## config.mk

```make
export PLATFORM = sky130hd
export DESIGN_NAME = arp_announcer
export DESIGN_NICKNAME = d
export VERILOG_FILES = /design/src/logic/eth_tx_pkg.sv /design/src/logic/arp_announcer.sv
export SDC_FILE = /design/constraint.sdc
export NUM_CORES = 1
export LEC_CHECK = 0
export ABC_AREA = 0
export BUFFER_PORTS_ARGS = -buffer_cell sky130_fd_sc_hd__buf_2
export CAP_MARGIN = 20
export CORE_MARGIN = 2
export CORE_UTILIZATION = 45
export CTS_BUF_LIST = sky130_fd_sc_hd__clkbuf_4
export DETAILED_ROUTE_END_ITERATION = 12
export PLACE_DENSITY = 0.72
export SLEW_MARGIN = 10
export SYNTH_ARGS = -nofsm -noshare
export SYNTH_HDL_FRONTEND = slang
export SYNTH_SLANG_ARGS = --single-unit
```

## constraint.sdc

```tcl
create_clock -name clk -period 4.45 [get_ports clk]
set_clock_uncertainty 0.05 [all_clocks]
set_input_delay 0.89 -clock clk [delete_from_list [all_inputs] [get_ports clk]]
set_output_delay 0.89 -clock clk [all_outputs]
set_load 0.005 [all_outputs]
```

## src/logic/eth_tx_pkg.sv

```systemverilog
package eth_tx_pkg;

  //////////////////////////////
  // Frame constants
  //////////////////////////////
  localparam logic [47:0] DEV_MAC      = 48'h42_55_92_16_ee_31;
  localparam int          MAX_PAYLOAD  = 256; // Bytes after the header
  localparam int          MIN_FRAME    = 60;  // Without FCS
  localparam int          PREAMBLE_LEN = 7;
  localparam logic [7:0]  PREAMBLE_BYTE = 8'h55;
  localparam logic [7:0]  SFD_BYTE      = 8'hd5;
  localparam int          IFG_CYCLES   = 12;
  localparam int          FIFO_DEPTH   = 1024;

  //////////////////////////////
  // EtherType and ARP fields
  //////////////////////////////
  localparam logic [15:0] ETYPE_ARP    = 16'h0806;
  localparam logic [15:0] ARP_HTYPE    = 16'd1;     // Ethernet
  localparam logic [15:0] ARP_PTYPE    = 16'h0800;  // IPv4
  localparam logic [7:0]  ARP_HLEN     = 8'd6;
  localparam logic [7:0]  ARP_PLEN     = 8'd4;
  localparam logic [15:0] ARP_OPER_REQ = 16'd1;

  localparam logic [31:0] CRC_POLY     = 32'hedb8_8320; // Reflected CRC-32

  // One byte through the reflected CRC-32, LSB first
  function automatic logic [31:0] crc32_step(input logic [31:0] crc, input logic [7:0] b);
    logic [31:0] c;
    c = crc ^ {24'h0, b};
    for (int i = 0; i < 8; i++) begin
      if (c[0]) begin
        c = (c >> 1) ^ CRC_POLY;
      end else begin
        c = c >> 1;
      end
    end
    return c;
  endfunction

endpackage

```

## src/logic/arp_announcer.sv

```systemverilog
`timescale 1ns/1ps

module arp_announcer (
  input  logic        clk,
  input  logic        rst,
  input  logic        enable,
  input  logic [31:0] ip_addr,
  output logic [7:0]  dat,
  output logic        val,
  output logic        last,
  input  logic        rdy
);

  localparam int FRAME_LEN = 42; // 14 header + 28 ARP

  logic             enable_q;
  logic             active;
  logic [5:0]       cnt;
  logic [31:0]      ip_q;
  logic [0:41][7:0] frame;
  logic             start;

  // Broadcast gratuitous request, sender and target IP both ours
  assign frame = {
    48'hffff_ffff_ffff,
    eth_tx_pkg::DEV_MAC,
    eth_tx_pkg::ETYPE_ARP,
    eth_tx_pkg::ARP_HTYPE,
    eth_tx_pkg::ARP_PTYPE,
    eth_tx_pkg::ARP_HLEN,
    eth_tx_pkg::ARP_PLEN,
    eth_tx_pkg::ARP_OPER_REQ,
    eth_tx_pkg::DEV_MAC, ip_q, // Sender
    48'h0, ip_q                // Target
  };

  assign start = enable && !enable_q && !active;
  assign dat   = frame[cnt];
  assign val   = active;
  assign last  = (cnt == 6'(FRAME_LEN - 1));

  always_ff @(posedge clk) begin
    if (rst) begin
      enable_q <= 1'b0;
      active   <= 1'b0;
      cnt      <= '0;
    end else begin
      enable_q <= enable;
      if (start) begin
        active <= 1'b1;
        cnt    <= '0;
      end else if (active && rdy) begin
        cnt <= cnt + 6'd1;
        if (last) active <= 1'b0;
      end
    end
  end

  always_ff @(posedge clk) begin
    if (start) ip_q <= ip_addr; // Address for this announcement
  end

endmodule

```

Word level (Yosys, flattened, before mapping)

Cells that the tools add are included.

Flip-flop bits (word level): 40
Bits of input ports: 36
Output and inout port bits: 10

Add/subtract/negate cells: 1
Order comparisons: 1
Equality and inequality tests: 1
Muxes and demuxes: 6
Bitwise operators: 1
Reduce and logical (&&, ||, !) cells: 9

Operator list:

| cell                                        | number |
|---|---|
| binary-select mux 8 bit (select 6 bit)      | 1 |
| two-way mux 8 bit                           | 2 |
| >= comparator 7 bit, second input constant  | 1 |
| NOT 6 -> 7 bit                              | 1 |
| adder 6 x 1 -> 6 bit, second input constant | 1 |
| == test 6 bit, second input constant        | 1 |
| nonzero test 2 bit                          | 2 |
| logical AND 1 bit                           | 3 |
| two-way mux 1 bit                           | 3 |
| zero test 1 bit                             | 2 |
| AND reduction 2 bit                         | 1 |
| OR reduction 2 bit                          | 1 |

Longest topological paths before layout

Gate-level depths: netlist of the first run.

Depth after elaboration: 5
Depth in mapped cells: 8
Gate-level depth less buffers: 6

Worst setup path before layout of the first run

Ideal clock, no wire load.

Kind: in2reg
From: input enable
To: register cnt[0]
Data arrival time: 3.957 ns
Required time: 4.279 ns
Path slack: 0.322 ns
Stages: 4
Path buffers: 1
Path through: nor3b_1 -> or2_2 -> clkbuf_1 -> nor2_1

Cells in the longest elaborated chain, start to end: 3

RTL lines:

| element                        | line                | RTL |
|---|---|---|
| from (decl)                    | arp_announcer.sv:6  | `input logic enable,` |
| logical AND 1 bit (2 in a row) | arp_announcer.sv:37 | `assign start = enable && !enable_q && !active;` |
| OR reduction 2 bit (no line)   | --                  |  |
| to (signal assigned)           | arp_announcer.sv:53 | `cnt <= cnt + 6'd1;` |
| to (decl)                      | arp_announcer.sv:18 | `logic [5:0] cnt;` |

Every way passes these cells.
A chain may end at the register's enable or synchronous reset.

Worst setup path in the final report of the first run

From: register cnt[0]
To: output dat[2]

Cells in the longest elaborated chain, start to end: 4

RTL lines:

| element                                              | line                | RTL |
|---|---|---|
| NOT 6 -> 7 bit (not written as such)                 | arp_announcer.sv:38 | `assign dat = frame[cnt];` |
| binary-select mux 8 bit (select 6 bit)               | arp_announcer.sv:38 |  |
| two-way mux 8 bit (not written as such) (2 in a row) | arp_announcer.sv:38 |  |
| to (decl)                                            | arp_announcer.sv:8  | `output logic [7:0] dat,` |

Every way passes these cells. The select of a mux whose other input is x is not followed.

==> results_dict.tcl, run 1 <==
set metrics [dict create \
    status "finished clean" \
    clk_pin_slew_ps 130 \
    intPower_uw 516 \
    max_slew.worst_pin.slew_ps 802 \
    htree_levels 2 \
    grt_setup_unrepaired "no" \
    diodes 0 \
    start_util_pct 47.2 \
    yosysSeqAreaShare_pct 49.9 \
    place.gp.congestion 0.892 \
    r2r_slack_ps 2550 \
    ys_ff_latch 40 \
    numCtsBuffers 5 \
    wl_per_cell_um 14.4 \
    drive_above_1_share_pct 27.2 \
    drv_slew 0 \
    vias_per_cell 5.46 \
    synth_area_per_cell_um2 11.6 \
    nFillCells 442 \
    async_flop_share_pct 0 \
    synth_top_area_cell "edfxtp_1" \
    hold_violations 0 \
    path_max_fanout 15 \
    ys_dominant_reg_cell "edfxtp_1" \
    finalCriticalPeriod_ps 3620 \
    cts-resized-gates 0 \
    rows 25 \
    criticalPathCategory "flop to output pin" \
    max_slew_margin_pct 46.4 \
    synth_cells 193 \
    crit-reg2reg-launch "cnt[1]" \
    synth.area.top_cells "edfxtp_1, mux2i_1, dfxtp_1, mux4_1, ha_1" \
    overflow 0 \
    vdd_drop_max_mv 0.214 \
    fin_crit_sh_pct 81.3 \
    netlist_area_um2 2250 \
    crit_start "cnt[0]" \
    holdWs_ps 541 \
    worst_hold_path_type "flop to flop" \
    cts_tree "done" \
    grt_max_degree 35 \
    cp-start-kind "flop" \
    cts.sinks 40 \
    drt_iter0_drc 144 \
    max_cap_violations 0 \
    port_buffers 45 \
    combPwrFrac_pct 8.6 \
    drc 0 \
    power.density_nw_per_um2 262 \
    nets 277 \
    grt_pass1_vias 1582 \
    synth_top_cells_by_count "edfxtp_1, mux2i_1, nor2_1" \
    setup_tns_ps 0 \
    dieArea_um2 5570 \
    clock-root-buffer "clkbuf_4" \
    yosysTopAreaCellShare_pct 42.8 \
    area_delta_synth_final_pct 13.7 \
    setup_viol 0 \
    wirelength_mm 4.34 \
    syn-num-nets 236 \
    antenna_left 0 \
    clock_latency_ps 360 \
    ioPinCount 46 \
    cp-endpoint "dat[2]" \
    dieHeight_um 74.6 \
    ys_warn_count 0 \
    cts_setup_buffers 0 \
    core_um2 4750 \
    rr_worst_depth 4 \
    max_freq_mhz 276 \
    synth_edf_count 32 \
    fin_cells 302 \
    cts_hold_buf 0 \
    ys_types 44 \
    firstDrtPassIters 5 \
    place_hpwl_mm 3.02 \
    die_x_um 74.6 \
    cts.path.max_buffers 2 \
    utilization_pct 53.7 \
    switching_power_uw 153 \
    synth_most_common_cell "edfxtp_1" \
    arrival_ps 2680 \
    p_leak_uw 0.000900 \
    grt_pass1_wl_mm 7.48 \
    globalRouteTotalUtil_pct 17.8 \
    dp.cells 294 \
    vias 1650 \
    r2r-end "cnt[4]" \
    clockPowerShare_pct 25.9 \
    cp.required_ps 3510 \
    antenna_found_initial 0 \
    cp-end-kind "output pin" \
    switching_share_pct 22.9 \
    power_frac_seq_pct 65.5 \
]
==> cells in the final DEF, fill, tap and decap left out, types with 7 or more instances in the layout <==
cell / count
edfxtp_1: 32
dfxtp_1: 8
nand2_1: 10
o22ai_1: 8
nor2_1: 15
buf_2: 45
ha_1: 7
a21oi_1: 11
o21ai_0: 9
mux2i_1: 17
==> logic make-up (layout without fill, tap and decap cells) <==
logic type | Yosys count | in the layout | share of synthesized area, %
mux | 25 | 25 | 15.3
compound gates | 48 | 48 | 14.1
flops | 40 | 40 | 49.9
simple gates | 51 | 51 | 11.3
xor+xnor | 2 | 2 | 0.780
fa+ha+maj | 7 | 7 | 3.90
buf+inv | 20 | 62 | 4.73
==> critical path, stage by stage, from the launching register on <==
cell       delay [ps]
dfxtp_1           840
inv_1             250
ha_1              410
a211oi_1          290
a2111oi_0         120
a211o_1           290
buf_2             130
==> how the worst min path moves through the flow <==
stage	startpoint	to	slack, ps	depth (start not counted)
2_1_floorplan	val	cnt[1]	470	2
3_3_place_gp	val	cnt[2]	520	2
3_5_place_dp	val	cnt[2]	510	2
4_1_cts	val	cnt[2]	530	2
5_1_grt	val	cnt[1]	580	2
6_report	val	cnt[2]	540	2
==> stage by stage <==
| stage | cell area [um2] | setup WS (ps) | power (uW) |
|---|---|---|---|
| 5_1_grt | 2550 | 600 | 698 |
| 3_3_place_gp | 2500 | 1380 | 504 |
| 4_1_cts | 2550 | 862 | 673 |
| 3_5_place_dp | 2500 | 1320 | 505 |
| 2_1_floorplan | 2250 | 322 | 482 |
| 6_report | 2550 | 831 | 669 |
==> per-layer routing <==
metal	vias to the layer above	global-route usage, %	wire length, um
met5	-	0	0
met4	0	7.34	59
met3	6	4.28	269
met2	56	28.0	2140
met1	770	24.0	1870
li1	818	-	-
==> power groups by stage <==
stage	clock network, uW	registers (uW)	logic [uW]
6_report	173	438	57.8
5_1_grt	191	441	65.5
4_1_cts	176	438	58.7
3_5_place_dp	0	447	58.4
3_3_place_gp	0	446	57.3
2_1_floorplan	0	443	38.3
==> area by class of cell <==
class	instances	area, um2	area share [%]
Multi-Input combinational cell	133	1020	40.1
Sequential cell	40	1120	43.9
Inverter	5	18.8	0.735
Timing Repair Buffer	49	255	10.0
Clock inverter	3	13.8	0.539
Tap cell	67	83.8	3.28
Clock buffer	5	37.5	1.47
==> flip-flops by register name, indices dropped and copies added (netlist names) <==
signal    flops
ip_q         32
cnt           6
enable_q      1
val           1
No activity file was read; power rests on OpenSTA's default activity.
==> run 2: changes to the inputs <==
==> constraint.sdc (replaced) <==
create_clock -name clk -period 3.7 [get_ports clk]
set_clock_uncertainty 0.05 [all_clocks]
set_input_delay 0.74 -clock clk [delete_from_list [all_inputs] [get_ports clk]]
set_output_delay 0.74 -clock clk [all_outputs]
set_load 0.005 [all_outputs]
==> run 2 against run 1 <==
Sequential cell count is the same. First-iteration DRC count fell by 33%. Design area up 0.44%. Wire length is 0.51% higher. Combinational power is 26% higher. Hold slack lost 35 ps.
==> results_dict.tcl, run 2 (synthesized netlist as in run 1, its figures left out) <==
set metrics [dict create \
    finish.instance_area_um2 2560 \
    setup_viol 0 \
    arrival_ps 2380 \
    fin_crit_sh_pct 85.7 \
    worstHoldPathCells 2 \
    cts_tree "done" \
    grt_pass1_wl_mm 7.25 \
    antenna_left 0 \
    setup_tns_ps 0 \
    nets 277 \
    max_slew.worst_pin.slew_ps 795 \
    place_area_um2 2510 \
    top_register "ip_q" \
    hold_violations 0 \
    place_hpwl_mm 3.10 \
    cts.path.max_buffers 2 \
    status "finished clean" \
    ioPinCount 46 \
    core_um2 4750 \
    max_cap_violations 0 \
    cp-start-kind "flop" \
    wirelength_mm 4.37 \
    cts-resized-gates 0 \
    use_met1_pct 22.8 \
    diodes 0 \
    criticalPathCategory "flop to output pin" \
    grt_setup_unrepaired "no" \
    rows 25 \
    power.density_nw_per_um2 318 \
    drt_iter0_drc 96 \
    die_x_um 74.6 \
    dieArea_um2 5570 \
    crit_start "cnt[0]" \
    rr_worst_depth 2 \
    cp.required_ps 2910 \
    firstDrtPassIters 4 \
    use_met2_pct 28.1 \
    place_ws_ps 895 \
    max_freq_mhz 315 \
    r2r-end "ip_q[31]" \
    r2r_slack_ps 1850 \
    min_to "enable_q" \
    drc 0 \
    area_delta_synth_final_pct 14.2 \
    vias 1646 \
    vias_per_cell 5.45 \
    wl_per_cell_um 14.5 \
    dieHeight_um 74.6 \
    finalWorstSetupSlack_ps 529 \
    path_max_fanout 24 \
    p_leak_uw 0.000898 \
    vdd_drop_max_mv 0.223 \
    grt_max_degree 28 \
    utilization_pct 53.9 \
    globalRouteTotalUtil_pct 17.2 \
    layout_common_cells "buf_2, edfxtp_1, mux2i_1, nor2_1, a21oi_1" \
    clock_latency_ps 350 \
    grt_pass1_vias 1609 \
    holdCritStartpoint "rst" \
    place.gp.congestion 0.857 \
    cts_hold_buf 0 \
    grt.busiest_layer "met2" \
    finalCriticalPeriod_ps 3170 \
    crit-reg2reg-launch "val" \
    start_util_pct 47.2 \
    clk_pin_slew_ps 120 \
    htree_levels 2 \
    layout_commonest_cell "buf_2" \
    cp-end-kind "output pin" \
    grtUsageMet3_pct 3.08 \
    drv_slew 0 \
    clock-root-buffer "clkbuf_4" \
    drive_above_1_share_pct 27.2 \
    numCtsBuffers 5 \
    port_buffers 45 \
    largestRegisters "ip_q x32, cnt x6" \
    largest_reg_flops 32 \
    overflow 0 \
    worst_hold_path_type "input port to flop" \
    max_slew_margin_pct 46.9 \
    cts_setup_buffers 0 \
    cts.sinks 40 \
    antenna_found_initial 0 \
]
run 2: cell count changes in the layout (fill, tap and decap cells not counted), sizes merged:
cell and change:
clkinv -2, clkinvlp +1, clkbuf +1
run 2: worst max path at each step:
stage / endpoint / slack [ps] / cells past startpoint
global placement: dat[1] / 950 / 6
detailed placement: dat[1] / 890 / 6
global route: dat[2] / 420 / 6
floorplan: cnt[0] / 930 / 4
finish: dat[1] / 530 / 6
CTS: dat[2] / 500 / 6
run 2: where the power goes:
group,total (uW),internal (uW),switching [uW]
Combinational,73.1,37.3,35.8
Clock,217,79.7,137
Sequential,525,514,11.6
run 2: per-stage QoR:
stage,power [uW],hold slack (ps),instances
2_1_floorplan,579,483,193
3_3_place_gp,607,528,294
3_5_place_dp,609,527,294
4_1_cts,825,498,302
5_1_grt,850,492,302
6_report,815,506,302
run 2: cell type report:
class / count / area [um2]
clock buffer: 6 / 45.0
clock inverter: 2 / 11.3
fill: 448 / 2190
inverter: 5 / 18.8
tap: 67 / 83.8
sequential: 40 / 1120
multi-input combinational: 133 / 1030
timing repair buffer: 49 / 255
run 2: routing by layer:
layer  wire length (um)  up-vias
met3                204        7
met5                  0        -
met1               1950      778
met2               2150       43
met4                 58        0
li1                   -      818
run 2: worst max-delay path: stages (launching register included):
cell,delay [ps]
dfxtp_1,480
buf_4,400
mux4_2,540
a21oi_1,150
nor2_1,60
a221o_1,270
buf_2,130
