`src/logic/eth_tx_pkg.sv`:
```
package eth_tx_pkg;

  //////////////////////////////
  // Frame constants
  //////////////////////////////
  localparam logic [47:0] DEV_MAC      = 48'h42_55_92_16_ee_31;
  localparam int          MAX_PAYLOAD  = 256; // Bytes after the header
  localparam int          MIN_FRAME    = 60;  // Without FCS
  localparam int          PREAMBLE_LEN = 7;
  localparam logic [7:0]  PREAMBLE_BYTE = 8'h55;
  localparam logic [7:0]  SFD_BYTE      = 8'hd5;
  localparam int          IFG_CYCLES   = 12;
  localparam int          FIFO_DEPTH   = 1024;

  //////////////////////////////
  // EtherType and ARP fields
  //////////////////////////////
  localparam logic [15:0] ETYPE_ARP    = 16'h0806;
  localparam logic [15:0] ARP_HTYPE    = 16'd1;     // Ethernet
  localparam logic [15:0] ARP_PTYPE    = 16'h0800;  // IPv4
  localparam logic [7:0]  ARP_HLEN     = 8'd6;
  localparam logic [7:0]  ARP_PLEN     = 8'd4;
  localparam logic [15:0] ARP_OPER_REQ = 16'd1;

  localparam logic [31:0] CRC_POLY     = 32'hedb8_8320; // Reflected CRC-32

  // One byte through the reflected CRC-32, LSB first
  function automatic logic [31:0] crc32_step(input logic [31:0] crc, input logic [7:0] b);
    logic [31:0] c;
    c = crc ^ {24'h0, b};
    for (int i = 0; i < 8; i++) begin
      if (c[0]) begin
        c = (c >> 1) ^ CRC_POLY;
      end else begin
        c = c >> 1;
      end
    end
    return c;
  endfunction

endpackage

```
`src/logic/eth_mac_tx.sv`:
```
`timescale 1ns/1ps

module eth_mac_tx (
  input  logic       clk,
  input  logic       rst,
  input  logic [7:0] dat,
  input  logic       val,
  input  logic       last,
  output logic       rdy,
  output logic [7:0] gmii_dat,
  output logic       gmii_val
);

  localparam logic [2:0] S_IDLE = 3'd0;
  localparam logic [2:0] S_PRE  = 3'd1;
  localparam logic [2:0] S_SFD  = 3'd2;
  localparam logic [2:0] S_DATA = 3'd3;
  localparam logic [2:0] S_PAD  = 3'd4;
  localparam logic [2:0] S_FCS  = 3'd5;
  localparam logic [2:0] S_GAP  = 3'd6;

  logic [2:0]  state;
  logic [3:0]  cnt;  // Preamble, FCS and gap steps
  logic [8:0]  len;  // Frame bytes sent so far
  logic [31:0] crc;

  assign rdy = (state == S_DATA); // Frame fully stored, never stalls

  always_ff @(posedge clk) begin
    if (rst) begin
      state    <= S_IDLE;
      cnt      <= '0;
      len      <= '0;
      crc      <= '1;
      gmii_dat <= '0;
      gmii_val <= 1'b0;
    end else begin
      case (state)
        S_IDLE: begin
          gmii_val <= 1'b0;
          cnt      <= '0;
          len      <= '0;
          crc      <= '1;
          if (val) state <= S_PRE;
        end
        S_PRE: begin
          gmii_dat <= eth_tx_pkg::PREAMBLE_BYTE;
          gmii_val <= 1'b1;
          cnt      <= cnt + 4'd1;
          if (cnt == 4'(eth_tx_pkg::PREAMBLE_LEN - 1)) state <= S_SFD;
        end
        S_SFD: begin
          gmii_dat <= eth_tx_pkg::SFD_BYTE;
          state    <= S_DATA;
        end
        //////////////////////////////
        // Frame body
        //////////////////////////////
        S_DATA: begin
          gmii_dat <= dat;
          crc      <= eth_tx_pkg::crc32_step(crc, dat);
          len      <= len + 9'd1;
          cnt      <= '0;
          if (last) begin
            if (len < 9'(eth_tx_pkg::MIN_FRAME - 1)) state <= S_PAD;
            else                                     state <= S_FCS;
          end
        end
        S_PAD: begin
          gmii_dat <= 8'h00;
          crc      <= eth_tx_pkg::crc32_step(crc, 8'h00);
          len      <= len + 9'd1;
          if (len == 9'(eth_tx_pkg::MIN_FRAME - 1)) state <= S_FCS;
        end
        S_FCS: begin
          gmii_dat <= ~crc[7:0]; // LSB first
          crc      <= crc >> 8;
          cnt      <= cnt + 4'd1;
          if (cnt == 4'd3) begin
            state <= S_GAP;
            cnt   <= '0;
          end
        end
        //////////////////////////////
        // Interframe gap
        //////////////////////////////
        S_GAP: begin
          gmii_val <= 1'b0;
          cnt      <= cnt + 4'd1;
          if (cnt == 4'(eth_tx_pkg::IFG_CYCLES - 1)) state <= S_IDLE;
        end
        default: state <= S_IDLE;
      endcase
    end
  end

endmodule

```
`config.mk`:
```
export PLATFORM = sky130hd
export DESIGN_NAME = eth_mac_tx
export DESIGN_NICKNAME = d
export VERILOG_FILES = /design/src/logic/eth_tx_pkg.sv /design/src/logic/eth_mac_tx.sv
export SDC_FILE = /design/constraint.sdc
export NUM_CORES = 1
export LEC_CHECK = 0
export ABC_CLOCK_PERIOD_IN_PS = 3900
export BUFFER_PORTS_ARGS = -buffer_cell sky130_fd_sc_hd__buf_2
export CORE_MARGIN = 2
export CORE_UTILIZATION = 47
export DETAILED_ROUTE_END_ITERATION = 8
export PLACE_DENSITY = 0.71
export SLEW_MARGIN = 20
export SYNTH_ARGS = -nofsm -noshare
export SYNTH_HDL_FRONTEND = slang
export SYNTH_SLANG_ARGS = --single-unit
```
`constraint.sdc`:
```
create_clock -name clk -period 3.9 [get_ports clk]
set_input_delay 0.585 -clock clk [delete_from_list [all_inputs] [get_ports clk]]
set_output_delay 0.585 -clock clk [all_outputs]
set_load 0.02 [all_outputs]
```
; Word-level counts from Yosys, hierarchy flattened
; Index checks and enable logic that the tools add are counted.
[word_totals]
n_memories = 0
elab_cells = 112
latchBits = 0
input_bits = 12
ff_bits = 57
mem_bits_rw = 0
rom_bits = 0
out_inout_bits = 10
[classes]
addsub = 2
mul = 0
magnitude_cmp = 1
div_mod_pow = 0
n_eq_ne = 16
muxes = 58
bitwise_logic = 18
n_shift = 0
n_reduce_logical = 11
[ops]
columns = op, n
row1 = 2-to-1 mux 32 bit, 44
row2 = inverter 13 -> 14 bit, 16
row3 = case mux 32 bit (4 select lines), 1
row4 = case mux 8 bit (5 select lines), 1
row5 = bitwise XOR 32 x 8 -> 32 bit, 1
row6 = case mux 3 bit (7 select lines), 1
row7 = 2-to-1 mux 3 bit, 6
row8 = case mux 9 bit (2 select lines), 1
row9 = inequality test 2 bit (second input constant), 6
row10 = case mux 4 bit (3 select lines), 1
row11 = adder 9 x 1 -> 9 bit (second input constant), 1
row12 = equality test 3 bit (second input constant), 3
row13 = equality test 9 x 6 -> 1 bit (second input constant), 1
row14 = less-than comparator 9 x 6 -> 1 bit (second input constant), 1
row15 = inverter 8 bit, 1
row16 = OR reduction 2 bit, 4
row17 = equality test 3 x 2 -> 1 bit (second input constant), 2
row18 = AND reduction 6 bit, 1
row19 = nonzero test 5 bit, 1
row20 = adder 4 x 1 -> 4 bit (second input constant), 1
row21 = equality test 4 x 2 -> 1 bit (second input constant), 1
row22 = equality test 4 x 3 -> 1 bit (second input constant), 1
row23 = equality test 4 bit (second input constant), 1
row24 = 2-to-1 mux 4 bit, 1
row25 = 7 further kinds, 8

; Longest topological paths before layout
[depth]
depth_word = 32
depth_mapped = 8
mapped_depth_nobuf = 8

; Worst setup path after synthesis
; OpenSTA, ideal clock, no wires.
[synth_path]
path_type = input-to-reg
from = input port dat[1]
to = register crc[26]
setup_ps = 115
stages = 7
slack_ps = 1633
required_time_ps = 3785
n_path_buf = 1
arrival_time_ps = 2153
path_cell_list = buf_4 xor2_2 xor2_4 xnor3_2 xor2_1 o221ai_2 o21a_1
[synth_via]
elab_chain_cells = 24
[synth_rtl]
columns = item, line
row1 = "start, declared", eth_mac_tx.sv:6  ; input logic [7:0] dat,
row2 = bitwise XOR 32 x 8 -> 32 bit, eth_tx_pkg.sv:30  ; c = crc ^ {24'h0, b};
row3 = 2-to-1 mux 32 bit, eth_tx_pkg.sv:32  ; if (c[0]) begin
row4 = 2-to-1 mux 32 bit, eth_mac_tx.sv:38  ; case (state)
row5 = 2-to-1 mux 32 bit, eth_mac_tx.sv:30  ; if (rst) begin
row6 = 2-to-1 mux 32 bit, eth_tx_pkg.sv:32
row7 = 2-to-1 mux 32 bit, eth_mac_tx.sv:38
row8 = 2-to-1 mux 32 bit, eth_mac_tx.sv:30
row9 = 2-to-1 mux 32 bit, eth_tx_pkg.sv:32
row10 = (+8 left out), n/a
row11 = 2-to-1 mux 32 bit, eth_tx_pkg.sv:32
row12 = 2-to-1 mux 32 bit, eth_mac_tx.sv:38
row13 = 2-to-1 mux 32 bit, eth_mac_tx.sv:30
row14 = 2-to-1 mux 32 bit, eth_tx_pkg.sv:32
row15 = 2-to-1 mux 32 bit, eth_mac_tx.sv:38
row16 = 2-to-1 mux 32 bit, eth_mac_tx.sv:30
row17 = 2-to-1 mux 32 bit, eth_tx_pkg.sv:32
row18 = case mux 32 bit (4 select lines), eth_mac_tx.sv:38
row19 = "end signal, assigned", eth_mac_tx.sv:61  ; crc <= eth_tx_pkg::crc32_step(crc, dat);
row20 = "end signal, assigned", eth_mac_tx.sv:71  ; crc <= eth_tx_pkg::crc32_step(crc, 8'h00);
row21 = "end signal, assigned", eth_mac_tx.sv:77  ; crc <= crc >> 8;
row22 = "end, declared", eth_mac_tx.sv:25  ; logic [31:0] crc;
; No other way between the ends. The select of a mux whose other input is x is not followed.
; A chain may end at the register's enable or synchronous reset.

; Worst setup path after layout
[layout_path]
from = register crc[0]
to = register crc[23]
[layout_via]
elab_chain_cells = 29
elab_cells_between_ends = 56
classes_between = 45 x mux / 11 x bitwise
[layout_rtl]
columns = item, line
row1 = bitwise XOR 32 x 8 -> 32 bit, eth_tx_pkg.sv:30
row2 = 2-to-1 mux 32 bit, eth_tx_pkg.sv:32
row3 = 2-to-1 mux 32 bit, eth_mac_tx.sv:38
row4 = 2-to-1 mux 32 bit, eth_mac_tx.sv:30
row5 = inverter 13 -> 14 bit (no source line), n/a
row6 = 2-to-1 mux 32 bit, eth_tx_pkg.sv:32
row7 = 2-to-1 mux 32 bit, eth_mac_tx.sv:38
row8 = 2-to-1 mux 32 bit, eth_mac_tx.sv:30
row9 = (+13 left out), n/a
row10 = 2-to-1 mux 32 bit, eth_mac_tx.sv:30
row11 = inverter 13 -> 14 bit (no source line), n/a
row12 = 2-to-1 mux 32 bit, eth_tx_pkg.sv:32
row13 = 2-to-1 mux 32 bit, eth_mac_tx.sv:38
row14 = 2-to-1 mux 32 bit, eth_mac_tx.sv:30
row15 = inverter 13 -> 14 bit (no source line), n/a
row16 = 2-to-1 mux 32 bit, eth_tx_pkg.sv:32
row17 = case mux 32 bit (4 select lines) *, eth_mac_tx.sv:38
; Every way passes the cells marked *; elsewhere a longest branch is shown, timed or not. The select of a mux whose other input is x is not followed.

==> metrics.md <==
| Metric | Value |
|---|---|
| Syn avg cell area | `8.64 um2` |
| Worst Path Arrival | `3070 ps` |
| Max-cap violations | `0` |
| Nets | `524` |
| Cts repair resizes | `0` |
| Initial antenna violation count | `0` |
| Synth warn | `0` |
| Initial DRT Pass Iterations | `5` |
| Number of global-route vias before repair | `3,704` |
| Gate power share | `60.4%` |
| Placer Congestion | `0.912` |
| Sequential power share | `approximately a quarter` |
| Iter 0 DRT Violations | `320` |
| Worst min path class | `flop to flop` |
| Routed wl met2 | `approximately 5500 um` |
| I/O pin cnt | `22` |
| Power Dens Cells | `763 nW/um2` |
| Clock root cell | `clkbuf_8` |
| Met3 wire len | `between 800 and 900 um` |
| Kind of end point of the critical path | `flop` |
| Min Hold Slack | `488 ps` |
| P&R area growth vs syn | `6.00%` |
| Post-route clock skew | `between 8 and 9 ps` |
| Worst skew pair latency | `~360 ps` |
| Outcome | `completed` |
| Fin. max-slew vios | `0` |
| Clock buffer count from CTS | `9` |
| TritonCTS clock tree | `yes` |
| Placed inst area | `around 4500 um2` |
| Die Y | `101 um` |
| Reg-to-reg slack, setup | `1130 ps` |
| Hold buffer count at CTS | `0` |
| Vias/cell | `6.05` |
| Row Count | `35` |
| Worst-path maximum fanout | `11` |
| P_int | `1.87 mW` |
| Final Cycle Share | `70.9%` |
| Syn Nets | `522` |
| Final Instance Area | `4640 um2` |
| WS Path Type | `flop to flop` |
| Antenna diode instance count | `0` |
| Worst-path clk slew | `around 80 ps` |
| Commonest non-fill, non-tap cell in the layout | `xnor2_1` |
| Dominant synthesized flop cell | `dfxtp_1` |
| Reg area | `~1100 um2` |
| Async S/R FF share, synth | `0%` |
| Area of the multi-input gates | `between 2000 and 3000 um2` |
| Pin count of the biggest net entering global routing | `45` |
| First-pass GRT wire length | `19,400 um` |
| Netlist cell types | `55` |
| RSZ-0062 raised after global routing | `false` |
| GRT Overall Usage | `24.9%` |
| Switching share of power | `47.3%` |
| Net Sw Power | `1.67 mW` |
| Die Wd | `between 100 and 150 um` |
| I/O Buffers | `21` |
| Avg WL per Cell | `~19 um` |
| Via Count | `3,783` |
| Final worst path period need | `2770 ps` |
| Postcts setup bufs | `0` |
| Dpl hpwl | `roughly 8300 um` |
| Normalized max-slew margin | `43.7%` |
| Hold Fails Final Rpt | `0` |
| Clock power share | `14.6%` |
| Routed wire length | `11,800 um` |
| Seq/Total Area, Yosys | `26.1%` |
| DR top layer | `met4` |
| Number of synthesized flops with an enable pin | `0` |
| Fillers | `854` |
| Mapped Area | `4380 um2` |
| Drt drc | `0` |
| Maximum clock frequency | `0.361 GHz` |
| Most frequent cells in the layout | `xnor2_1 (80), dfxtp_1 (57), nor2_1 (53), xor2_1 (44), a21oi_1 (40)` |
| Met1 wire length | `5170 um` |
| # setup viols final | `0` |
| Sum Neg Setup Slack | `0 ps` |
| Post-Syn Instances | `507` |
| Max IR drop VDD | `0.421 mV` |
| GRT overflow | `0` |
| Final Power | `3.54 mW` |
| CP required | `4200 ps` |
| Maximum root-to-sink buffer count | `2` |
| Startpoint types | `flop` |
| Synth Register Bits | `57` |
| Die area | `10,100 um2` |
| Leakage | `1.69 nW` |
| CTS sink cnt | `57` |
| Initial Util | `between 40% and 50%` |
| H-tree levels | `3` |
| Worst Max-Slew Pin Slew | `around 840 ps` |
| Share of layout cells above drive strength 1 | `11.7%` |
| DRT antenna net count | `0` |
| Placeable Area | `9150 um2` |
## worst max-delay path, stage by stage, from the launching register on
cell and delay, ps:
dfxtp_1 810, xnor2_2 250, xnor2_1 600, xnor2_1 310
xnor3_1 400, o221ai_1 210, o21a_1 150
## flip-flops by register name (all words and copies together) (netlist names)
register	count
crc	32
gmii_dat	8
state	3
len	9
cnt	4
gmii_val	1
## cell families (layout without fill, tap and decap cells)
| family | count (synthesis) | in the layout | synth area share, % |
|---|---|---|---|
| muxes | 4 | 4 | 0.914 |
| AOI/OAI and AO/OA | 145 | 145 | 22.7 |
| buffers and inverters | 44 | 51 | 5.54 |
| adders and majority gates | 3 | 3 | 0.857 |
| DFF | 57 | 57 | 26.1 |
| and+or+nand+nor | 117 | 117 | 12.5 |
| xor gates and xnor gates | 137 | 137 | 31.4 |
## power by group through the flow
stage                     clock, mW  combinational [mW]  sequential (mW)
after floorplan                   0                1.75            0.824
after global placement            0                2.07            0.887
after detailed placement          0                2.11            0.891
after CTS                     0.526                2.12            0.880
after global routing          0.552                2.31            0.903
final                         0.517                2.14            0.885
## Yosys cell counts (3+ instances only)
library cell | n | area, um2
inv_1 | 6 | 22.5
nand3b_1 | 4 | 30.0
buf_4 | 7 | 52.6
nand4_1 | 4 | 25.0
a22oi_1 | 8 | 60.1
nor3_1 | 5 | 25.0
o21bai_1 | 11 | 82.6
o221ai_1 | 9 | 78.8
ha_1 | 3 | 37.5
o21ai_0 | 18 | 90.1
o22a_1 | 4 | 35.0
or2_2 | 5 | 31.3
nor2b_1 | 5 | 31.3
xor2_1 | 44 | 385
a211oi_1 | 16 | 120
nand2_1 | 24 | 90.1
a22o_1 | 3 | 26.3
dfxtp_1 | 57 | 1140
mux2i_1 | 4 | 40.0
a221oi_1 | 4 | 35.0
a211o_1 | 4 | 35.0
a21oi_1 | 40 | 200
nand2b_1 | 5 | 31.3
a2111o_1 | 4 | 45.0
clkbuf_1 | 20 | 75.1
o21a_1 | 5 | 37.5
buf_6 | 5 | 56.3
xnor2_1 | 80 | 701
xnor3_1 | 6 | 135
nor2_1 | 53 | 199
o22ai_1 | 9 | 56.3
## cell type report
cell class | count | share of cell area [%]
Clock buffer | 9 | 2.67
Multi-Input combinational cell | 406 | 64.5
Timing Repair Buffer | 29 | 3.56
Sequential cell | 57 | 24.6
Tap cell | 111 | 2.99
Inverter | 6 | 0.485
Clock inverter | 7 | 1.19
## worst paths after layout
kind                               start  endpoint  cells past startpoint
worst min register to register  gmii_val  gmii_val                      2
worst max register to register    crc[0]   crc[23]                      6
worst min-delay path            gmii_val  gmii_val                      2
worst max-delay path              crc[0]   crc[23]                      6
## stage by stage
step	cells	util, %	setup WS [ps]
floorplan	507	-	1630
global placement	609	48.8	1260
detailed placement	609	48.8	1230
CTS	625	50.7	1210
global route	625	50.7	1050
finish	625	50.7	1130
## per-layer routing
layer,global-route usage (%),vias to the layer above
met4,10.3,0
met2,39.1,150
met1,33.3,1814
met5,0,-
li1,-,1796
met3,5.34,23
Power figures use the tool's default switching activity.
