--- config.mk ---
export PLATFORM = sky130hd
export DESIGN_NAME = eth_frame_builder
export DESIGN_NICKNAME = d
export VERILOG_FILES = /design/src/logic/eth_tx_pkg.sv /design/src/logic/eth_frame_builder.sv
export SDC_FILE = /design/constraint.sdc
export NUM_CORES = 1
export LEC_CHECK = 0
export BUFFER_PORTS_ARGS = -buffer_cell sky130_fd_sc_hd__buf_4
export CAP_MARGIN = 40
export CORE_UTILIZATION = 50
export DETAILED_ROUTE_END_ITERATION = 8
export PLACE_DENSITY = 0.76
export SLEW_MARGIN = 5
export SYNTH_ARGS = -nofsm -noshare
export SYNTH_HDL_FRONTEND = slang
export SYNTH_SLANG_ARGS = --single-unit
--- constraint.sdc ---
create_clock -name clk -period 7.2 [get_ports clk]
set_clock_uncertainty 0.05 [all_clocks]
set_input_delay 1.08 -clock clk [delete_from_list [all_inputs] [get_ports clk]]
set_output_delay 1.08 -clock clk [all_outputs]
set_load 0.03 [all_outputs]
--- src/logic/eth_tx_pkg.sv ---
package eth_tx_pkg;

  //////////////////////////////
  // Frame constants
  //////////////////////////////
  localparam logic [47:0] DEV_MAC      = 48'h42_55_92_16_ee_31;
  localparam int          MAX_PAYLOAD  = 256; // Bytes after the header
  localparam int          MIN_FRAME    = 60;  // Without FCS
  localparam int          PREAMBLE_LEN = 7;
  localparam logic [7:0]  PREAMBLE_BYTE = 8'h55;
  localparam logic [7:0]  SFD_BYTE      = 8'hd5;
  localparam int          IFG_CYCLES   = 12;
  localparam int          FIFO_DEPTH   = 1024;

  //////////////////////////////
  // EtherType and ARP fields
  //////////////////////////////
  localparam logic [15:0] ETYPE_ARP    = 16'h0806;
  localparam logic [15:0] ARP_HTYPE    = 16'd1;     // Ethernet
  localparam logic [15:0] ARP_PTYPE    = 16'h0800;  // IPv4
  localparam logic [7:0]  ARP_HLEN     = 8'd6;
  localparam logic [7:0]  ARP_PLEN     = 8'd4;
  localparam logic [15:0] ARP_OPER_REQ = 16'd1;

  localparam logic [31:0] CRC_POLY     = 32'hedb8_8320; // Reflected CRC-32

  // One byte through the reflected CRC-32, LSB first
  function automatic logic [31:0] crc32_step(input logic [31:0] crc, input logic [7:0] b);
    logic [31:0] c;
    c = crc ^ {24'h0, b};
    for (int i = 0; i < 8; i++) begin
      if (c[0]) begin
        c = (c >> 1) ^ CRC_POLY;
      end else begin
        c = c >> 1;
      end
    end
    return c;
  endfunction

endpackage

--- src/logic/eth_frame_builder.sv ---
`timescale 1ns/1ps

module eth_frame_builder (
  input  logic        clk,
  input  logic        rst,
  input  logic        enable,
  input  logic [7:0]  tx_dat,
  input  logic        tx_val,
  input  logic        tx_last,
  input  logic [47:0] tx_dst,
  input  logic [15:0] tx_type,
  output logic        tx_cts,
  output logic [7:0]  dat,
  output logic        val,
  output logic        last,
  input  logic        rdy
);

  localparam int PW = $clog2(eth_tx_pkg::MAX_PAYLOAD);

  localparam logic [1:0] S_IDLE = 2'd0;
  localparam logic [1:0] S_HDR  = 2'd1;
  localparam logic [1:0] S_PAY  = 2'd2;
  localparam logic [1:0] S_DROP = 2'd3; // Discard tail past the limit

  logic [1:0]       state;
  logic [3:0]       hdr_cnt;
  logic [PW-1:0]    pay_cnt;
  logic [47:0]      dst_q;
  logic [15:0]      type_q;
  logic [0:13][7:0] hdr;
  logic             at_max;
  logic             take;

  assign hdr    = {dst_q, eth_tx_pkg::DEV_MAC, type_q};
  assign at_max = (pay_cnt == PW'(eth_tx_pkg::MAX_PAYLOAD - 1));
  assign take   = tx_val && tx_cts;

  // Header from latched fields, payload straight through
  always_comb begin
    dat    = tx_dat;
    val    = 1'b0;
    last   = 1'b0;
    tx_cts = 1'b0;
    case (state)
      S_HDR: begin
        dat = hdr[hdr_cnt];
        val = 1'b1;
      end
      S_PAY: begin
        val    = tx_val;
        last   = tx_last || at_max; // Force end at the limit
        tx_cts = rdy;
      end
      S_DROP:  tx_cts = 1'b1;
      default: ;
    endcase
  end

  always_ff @(posedge clk) begin
    if (rst) begin
      state   <= S_IDLE;
      hdr_cnt <= '0;
      pay_cnt <= '0;
    end else begin
      case (state)
        S_IDLE: if (enable && tx_val) begin
          state   <= S_HDR;
          hdr_cnt <= '0;
        end
        S_HDR: if (rdy) begin
          hdr_cnt <= hdr_cnt + 4'd1;
          if (hdr_cnt == 4'd13) begin
            state   <= S_PAY;
            pay_cnt <= '0;
          end
        end
        S_PAY: if (take) begin
          pay_cnt <= pay_cnt + PW'(1);
          if (tx_last)     state <= S_IDLE;
          else if (at_max) state <= S_DROP;
        end
        default: if (take && tx_last) state <= S_IDLE;
      endcase
    end
  end

  // Destination and type held for the whole header
  always_ff @(posedge clk) begin
    if (state == S_IDLE) begin
      dst_q  <= tx_dst;
      type_q <= tx_type;
    end
  end

endmodule

# Word level (Yosys, flattened, before mapping)

Cells that the tools add are included.

Reductions and logical operators: 11
Add/sub/neg operators: 2
Equality and inequality tests: 10
Muxes and demuxes: 22
Bitwise logic cells: 1
Magnitude comparators: 1

Operator list:

| operator              | count |
|---|---|
| $mux W8               | 6 |
| $bmux W8 S4           | 1 |
| $pmux W8 S2           | 1 |
| $mux W2               | 7 |
| $add A8 B1 Y8 const B | 1 |
| $eq A8 B8 Y1 const B  | 1 |
| $mux W4               | 2 |
| $ne A2 B2 Y1 const B  | 4 |
| $pmux W4 S2           | 1 |
| $pmux W2 S3           | 1 |
| $reduce_and A6 Y1     | 1 |
| $ge A5 B5 Y1 const B  | 1 |
| $not A4 Y5            | 1 |
| $add A4 B1 Y4 const B | 1 |
| $eq A2 B2 Y1 const B  | 2 |
| $eq A4 B4 Y1 const B  | 1 |
| $pmux W1 S2           | 2 |
| $reduce_and A4 Y1     | 1 |
| $reduce_bool A2 Y1    | 2 |
| $reduce_bool A4 Y1    | 1 |
| $logic_and A1 B1 Y1   | 3 |
| $ne A3 B3 Y1 const B  | 1 |
| $reduce_and A3 Y1     | 1 |
| $eq A2 B1 Y1 const B  | 1 |
| 3 further kinds       | 3 |

Bits in registers: 78
Word-level logic and storage cells: 52

# Depth between registers and ports, before layout

Gate-level depths: netlist of the first run.

Depth in word-level cells: 6
Depth in mapped cells: 8
Depth with buffers taken out: 7

# Least setup slack after synthesis of the first run

OpenSTA, ideal clock, no wires.

Kind: register to register
From: register state[0]
To: register state[0]
Setup slack: 4082 ps
Stages on the path, launching flop included: 8
Required time: 7080 ps
Arrival time: 2998 ps
Cells stage by stage: dfxtp_1 inv_1 ha_1 a311oi_1 o21ai_1 nand4bb_4 or3_1 a21oi_1

Word-level cells in the longest chain between the ends: 6

RTL lines:

| what                                   | RTL line                                         | RTL |
|---|---|---|
| from (decl)                            | eth_frame_builder.sv:26                          | `logic [1:0] state;` |
| from (signal assigned)                 | eth_frame_builder.sv:62                          | `state <= S_IDLE;` |
| from (signal assigned)                 | eth_frame_builder.sv:68                          | `state <= S_HDR;` |
| from (signal assigned)                 | eth_frame_builder.sv:74                          | `state <= S_PAY;` |
| $eq A2 B2 Y1, on equally long branches | eth_frame_builder.sv:45, eth_frame_builder.sv:66 |  |
| $pmux W1 S2                            | eth_frame_builder.sv:45                          | `case (state)` |
| $logic_and A1 B1 Y1                    | eth_frame_builder.sv:37                          | `assign take = tx_val && tx_cts;` |
| $logic_and A1 B1 Y1                    | eth_frame_builder.sv:83                          | `default: if (take && tx_last) state <= S_IDLE;` |
| $reduce_bool A4 Y1 (no line)           | --                                               |  |
| $reduce_and A6 Y1 (no line)            | --                                               |  |

Parallel ways exist; a longest one is shown, timed or not.
A chain may end at the register's enable or synchronous reset.

# Worst setup path in the final report of the first run

From: register hdr_cnt[0]
To: output port dat[2]

Word-level cells in the longest chain between the ends: 5

RTL lines:

| what                                        | RTL line                | RTL |
|---|---|---|
| from (decl)                                 | eth_frame_builder.sv:27 | `logic [3:0] hdr_cnt;` |
| from (signal assigned)                      | eth_frame_builder.sv:72 | `hdr_cnt <= hdr_cnt + 4'd1;` |
| $not A4 Y5 (not written as such)            | eth_frame_builder.sv:47 | `dat = hdr[hdr_cnt];` |
| $bmux W8 S4                                 | eth_frame_builder.sv:47 |  |
| $mux W8 (not written as such) (2 in series) | eth_frame_builder.sv:47 |  |
| $mux W8                                     | eth_frame_builder.sv:45 |  |
| to (decl)                                   | eth_frame_builder.sv:13 | `output logic [7:0] dat,` |

Every way passes these cells. The select of a mux whose other input is x is not followed.

==> results.json, run 1 <==
{
  "status": "completed",
  "min_path_cells": 2,
  "wl_per_cell_um": 15.2,
  "synthMuxAreaShare_pct": 9.71,
  "hold_viol": 0,
  "placementRows": 30,
  "routed_wl_um": 6950,
  "synthAdderAreaFrac_pct": 4.52,
  "clock_path_buffers": 2,
  "avgViaCountPerCell": 5.36,
  "relSlewSlack_pct": 43.7,
  "slew_violations": 0,
  "hold_end": "pay_cnt[1]",
  "start_util_pct": 52.3,
  "synth_edf_count": 64,
  "cp_slowest_cell": "dfxtp_2",
  "die_x_um": 86.8,
  "critPathTopFamily": "multiplexers",
  "htree_levels": 3,
  "tns_ns": 0,
  "grt_pass1_wl_um": 11100,
  "postSynthCellCount": 267,
  "worstReg2RegStart": "state[0]",
  "ys_seq_area_share_pct": 61.3,
  "io_pins": 89,
  "nNetsFinal": 447,
  "yosys.cell_types.count": 47,
  "tightest_slew_ns": 0.844,
  "drt_iter0_drc": 150,
  "power_density_nw_per_um2": 322,
  "timing.fmax_ghz": 0.259,
  "synthArstFlopShare_pct": 0,
  "maxCapViolations": 0,
  "finalCriticalPeriod_ns": 3.86,
  "ctsHoldBuffers": 0,
  "synth_xor_xnor_area_share_pct": 1.95,
  "grt_max_degree": 71,
  "grt_use_total_pct": 20.0,
  "avgSynthCellArea_um2": 13.5,
  "antenna_found_initial": 0,
  "vias": 2450,
  "syn-num-nets": 358,
  "critPathLaunchType": "register",
  "clock_latency_ns": 0.35,
  "crit_buf_inv": 1,
  "setup_slack_ns": 3.34,
  "rsz0062_at_grt": "false",
  "final_core_util_pct": 65.9,
  "hold_path_class": "reg -> reg",
  "leakagePower_nw": 1.71,
  "drtPass1Iterations": 6,
  "final-setup-viol-count": 0,
  "synth_ff_type": "edfxtp_1",
  "hpwlAfterDp_um": 4850,
  "syn_area_um2": 3590,
  "end_kind": "primary output",
  "post-cts-setup-buffer-count": 0,
  "fin_crit_sh_pct": 53.7,
  "cp.required_ns": 6.07,
  "path_clk_slew_ns": 0.08,
  "worstSetupStartpoint": "hdr_cnt[0]",
  "yosys_register_bits": 78,
  "cts_resized": 0,
  "drcViolationCount": 0,
  "regToRegSetupSlack_ns": 4.79,
  "die-height_um": 86.8,
  "place_congestion": 0.759,
  "crit_cells": 4,
  "finalPower_mw": 1.46,
  "first_global_vias": 2400,
  "hold_start": "pay_cnt[1]",
  "numCtsBuffers": 9,
  "cts_root_buffer": "clkbuf_8",
  "ant_nets": 0,
  "cp_max_fo": 32,
  "antennaDiodeCount": 0,
  "crit_type": "reg -> out",
  "tritoncts": "yes",
  "dp_slack_ns": 3.66,
  "numPortBuffers": 88,
  "synth_warnings": 0,
  "placeableCoreArea_um2": 6870,
  "r2r-end": "state[0]",
  "overflow": 0,
  "synth_compound_area_share_pct": 9.85,
  "clock-sinks": 78,
  "cp_data_arrival_time_ns": 2.73,
  "synth_simple_gate_area_share_pct": 9.95,
  "reg2reg_depth": 8,
  "irDropWorstVdd_mv": 0.214,
  "slowest_delay_ns": 0.89,
  "path_cells": "mux4_2, mux4_2, mux2_2, buf_4",
  "syn_to_final_growth_pct": 25.9,
  "critPathMostFrequentCell": "mux4_2",
  "drive_gt1_share_pct": 34.9,
  "synth_top_family_by_area": "simple AND/OR/NAND/NOR gates",
  "dieArea_um2": 7530
}
[final cells by class]
| type | count | area, um^2 |
|---|---|---|
| clock buffer | 10 | 128 |
| clock inverter | 6 | 70.1 |
| fill | 522 | 2340 |
| inverter | 11 | 41.3 |
| multi-input combinational | 167 | 1300 |
| sequential | 78 | 2200 |
| tap | 96 | 120 |
| timing repair buffer | 89 | 668 |
[layer usage]
layer	global-route usage, %	routed length [um]	vias up
li1	-	-	1181
met1	26.2	2960	1167
met2	30.4	3370	87
met3	6.19	427	15
met4	10.0	189	0
met5	0	0	-
[cells by family after synthesis]
logic type,count (synthesis)
XOR/XNOR,8
buffers and inverters,22
flip-flops,78
AO/OA/AOI/OAI,55
AND/OR/NAND/NOR,68
adder cells (fa/ha/maj),13
multiplexers,23
[layout by cell type (no fill, tap or decap), types with 8 or more instances in the layout]
cell | Yosys | routed
edfxtp_1 | 64 | 64
xnor2_1 | 8 | 8
buf_4 | 3 | 89
o21ai_1 | 14 | 14
clkbuf_8 | 0 | 9
ha_1 | 13 | 12
mux4_2 | 9 | 9
a21oi_1 | 12 | 12
dfxtp_1 | 14 | 13
nand3_1 | 8 | 8
nor2_1 | 21 | 21
mux2i_1 | 11 | 11
nand2_1 | 12 | 12
[Yosys cell counts (all sizes together) (2+ instances only)]
library cell	number	area, um^2
edfxtp	64	1920
nor2	21	78.8
o21ai	19	95.1
dfxtp	14	280
a21oi	13	68.8
ha	13	163
mux2i	12	124
nand2	12	45.0
inv	10	37.5
mux4	9	203
buf	8	46.3
nand3	8	40.0
xnor2	8	70.1
and2	5	31.3
nor3	5	25.0
o221ai	4	35.0
o311ai	4	35.0
clkbuf	3	11.3
nand2b	3	18.8
nor2b	3	18.8
nor4	3	18.8
o2bb2ai	3	26.3
a21boi	2	15.0
and4	2	20.0
mux2	2	22.5
o21bai	2	15.0
or3	2	12.5
[report_power, final]
part | leakage (nW) | total, mW | internal, mW | switching [mW]
sequential | 0.773 | 0.713 | 0.668 | 0.0448
combinational | 0.844 | 0.418 | 0.165 | 0.253
clock | 0.0895 | 0.325 | 0.162 | 0.162
[sequential cells by signal (all words and copies together) (netlist names)]
register  count
type_q       16
dst_q        48
state         2
hdr_cnt       4
pay_cnt       8
[per-stage QoR]
stage	cells	hold slack, ns	area [um^2]
3_3_place_gp	441	0.432	4330
4_1_cts	457	0.452	4530
2_1_floorplan	267	0.422	3590
5_1_grt	457	0.486	4530
3_5_place_dp	441	0.441	4330
6_report	457	0.452	4530
[worst reg2reg max path: stages, from the launching register on]
cell,delay (ns)
dfxtp_1,0.43
inv_1,0.12
ha_2,0.19
buf_4,0.35
a21bo_2,0.37
o21ai_1,0.09
nand4bb_4,0.25
or3_1,0.37
a21oi_1,0.14
[worst max-delay path by stage]
| stage | endpoint |
|---|---|
| 5_1_grt | dat[2] |
| 3_3_place_gp | dat[2] |
| 2_1_floorplan | state[0] |
| 6_report | dat[2] |
| 4_1_cts | dat[2] |
| 3_5_place_dp | dat[2] |
Note: power is estimated with default switching activity, not from simulation.
==> run 2, diff against run 1 <==
==> constraint.sdc (replaced) <==
create_clock -name clk -period 3.95 [get_ports clk]
set_clock_uncertainty 0.05 [all_clocks]
set_input_delay 0.5925 -clock clk [delete_from_list [all_inputs] [get_ports clk]]
set_output_delay 0.5925 -clock clk [all_outputs]
set_load 0.03 [all_outputs]
==> run 2 against run 1 <==
Die area did not move. Final area about the same. Core utilization is essentially flat. Critical path type unchanged.
==> results.json, run 2 (same netlist as run 1, synthesis figures left out) <==
{
  "status": "completed",
  "avgViaCountPerCell": 5.30,
  "htree_levels": 3,
  "final-setup-viol-count": 0,
  "worstReg2RegStart": "state[0]",
  "dpl.cell_count": 443,
  "drtPass1Iterations": 4,
  "largest_reg_flops": 48,
  "drcViolationCount": 0,
  "die_x_um": 86.8,
  "final_area_um2": 4520,
  "final_common_cell": "buf_4",
  "crit_type": "reg -> out",
  "irDropWorstVdd_mv": 0.321,
  "clock_latency_ns": 0.34,
  "min_path_cells": 1,
  "numCtsBuffers": 9,
  "cts_root_buffer": "clkbuf_8",
  "clock_path_buffers": 2,
  "slew_violations": 0,
  "antennaDiodeCount": 0,
  "end_kind": "primary output",
  "cp_data_arrival_time_ns": 2.66,
  "cts_resized": 0,
  "grt_max_degree": 37,
  "first_global_vias": 2419,
  "hold_path_class": "in -> reg",
  "dieArea_um2": 7530,
  "clock_power_share_pct": 20.8,
  "antenna_found_initial": 0,
  "post-cts-setup-buffer-count": 0,
  "timing.fmax_ghz": 0.302,
  "place_congestion": 0.752,
  "slowest_delay_ns": 0.89,
  "overflow": 0,
  "final_cell_mix": "91 x buf_4, 64 x edfxtp_1, 21 x nor2_1",
  "placeableCoreArea_um2": 6870,
  "tritoncts": "yes",
  "ant_nets": 0,
  "switching_power_mw": 0.871,
  "reg2reg_depth": 6,
  "nNetsFinal": 449,
  "path_clk_slew_ns": 0.09,
  "tightest_slew_ns": 0.859,
  "syn_to_final_growth_pct": 25.9,
  "finalCriticalPeriod_ns": 3.31,
  "largest-register": "dst_q",
  "post_dp_cell_area_um2": 4340,
  "placementRows": 30,
  "ctsHoldBuffers": 0,
  "die-height_um": 86.8,
  "numPortBuffers": 88,
  "vias": 2431,
  "leakagePower_nw": 1.71,
  "cp_max_fo": 21,
  "clock-sinks": 78,
  "hpwlAfterDp_um": 5210,
  "final_core_util_pct": 65.9,
  "drt_iter0_drc": 95,
  "fin_crit_sh_pct": 83.7,
  "cp.required_ns": 3.31,
  "relSlewSlack_pct": 42.7,
  "tns_ns": 0,
  "crit_path_end": "dat[2]",
  "regToRegSetupSlack_ns": 1.52,
  "rsz0062_at_grt": "false",
  "reg.largest.list": "dst_q x48, type_q x16, pay_cnt x8",
  "wl_per_cell_um": 15.6,
  "grt_pass1_wl_um": 11500,
  "combPwrFrac_pct": 30.0,
  "finalPower_mw": 2.63,
  "critPathLaunchType": "register",
  "worstSetupStartpoint": "hdr_cnt[1]",
  "grt_use_total_pct": 20.4,
  "r2r-end": "state[0]",
  "p_int_mw": 1.76,
  "drive_gt1_share_pct": 35.5,
  "share_seq_of_total_power_pct": 49.2,
  "start_util_pct": 52.3,
  "fin_cells": 459,
  "maxCapViolations": 0,
  "p_sw_share_pct": 33.1,
  "routed_wl_um": 7160,
  "path_cells": "inv_2, ha_1, mux4_2, mux2_2, buf_4",
  "cp_slowest_cell": "dfxtp_1",
  "power_density_nw_per_um2": 582,
  "hold_viol": 0,
  "io_pins": 89
}
[run 2: cell types whose count changed in the layout (fill, tap and decap cells not counted)]
| cell | before | now |
|---|---|---|
| buf_4 | 89 | 91 |
| bufinv_16 | 1 | 0 |
| clkbuf_1 | 1 | 0 |
| clkinv_2 | 0 | 1 |
| inv_8 | 0 | 1 |
[run 2: metal layers]
metal  up-vias  routed length (um)  track usage [%]
met5         -                   0                0
met4         0                 116             8.03
met3        12                 343             4.76
met2        78                3470             32.0
met1      1147                3230             27.6
li1       1194                   -                -
[run 2: through the flow]
| stage | worst slack, ns | hold slack [ns] |
|---|---|---|
| after global placement | 1.09 | 0.432 |
| after detailed placement | 1.04 | 0.440 |
| after floorplan | 0.832 | 0.422 |
| after CTS | 0.658 | 0.348 |
| after global routing | 0.546 | 0.344 |
| final | 0.644 | 0.364 |
[run 2: worst min-delay path by stage]
stage / startpoint / to / slack, ns
after floorplan: pay_cnt[1] / pay_cnt[1] / 0.42
after global placement: pay_cnt[1] / pay_cnt[1] / 0.43
after detailed placement: pay_cnt[1] / pay_cnt[1] / 0.44
after CTS: tx_dst[39] / dst_q[39] / 0.35
after global routing: tx_dst[39] / dst_q[39] / 0.34
final: tx_dst[39] / dst_q[39] / 0.36
[run 2: worst max-delay path: cells and delay by family, from the launching register on]
family / cells / cell delay (ns)
DFF: 1 / 0.89
muxes: 2 / 0.76
adders and majority gates: 1 / 0.35
buffers and inverters: 2 / 0.32
[run 2: cell type report]
class | count | area (um^2)
fillers | 533 | 2340
repair buffers | 91 | 683
clock buffers | 9 | 124
flip-flops and latches | 78 | 2200
clock inverters | 7 | 56.3
well taps | 96 | 120
multi-input cells | 167 | 1300
inverters | 11 | 41.3
[run 2: power by group through the flow]
stage                     combinational (mW)  sequential (mW)  clock, mW
after floorplan                        0.545             1.29          0
after global placement                 0.778             1.30          0
after detailed placement               0.796             1.32          0
after CTS                              0.799             1.30      0.557
after global routing                   0.862             1.32      0.589
final                                  0.791             1.29      0.548
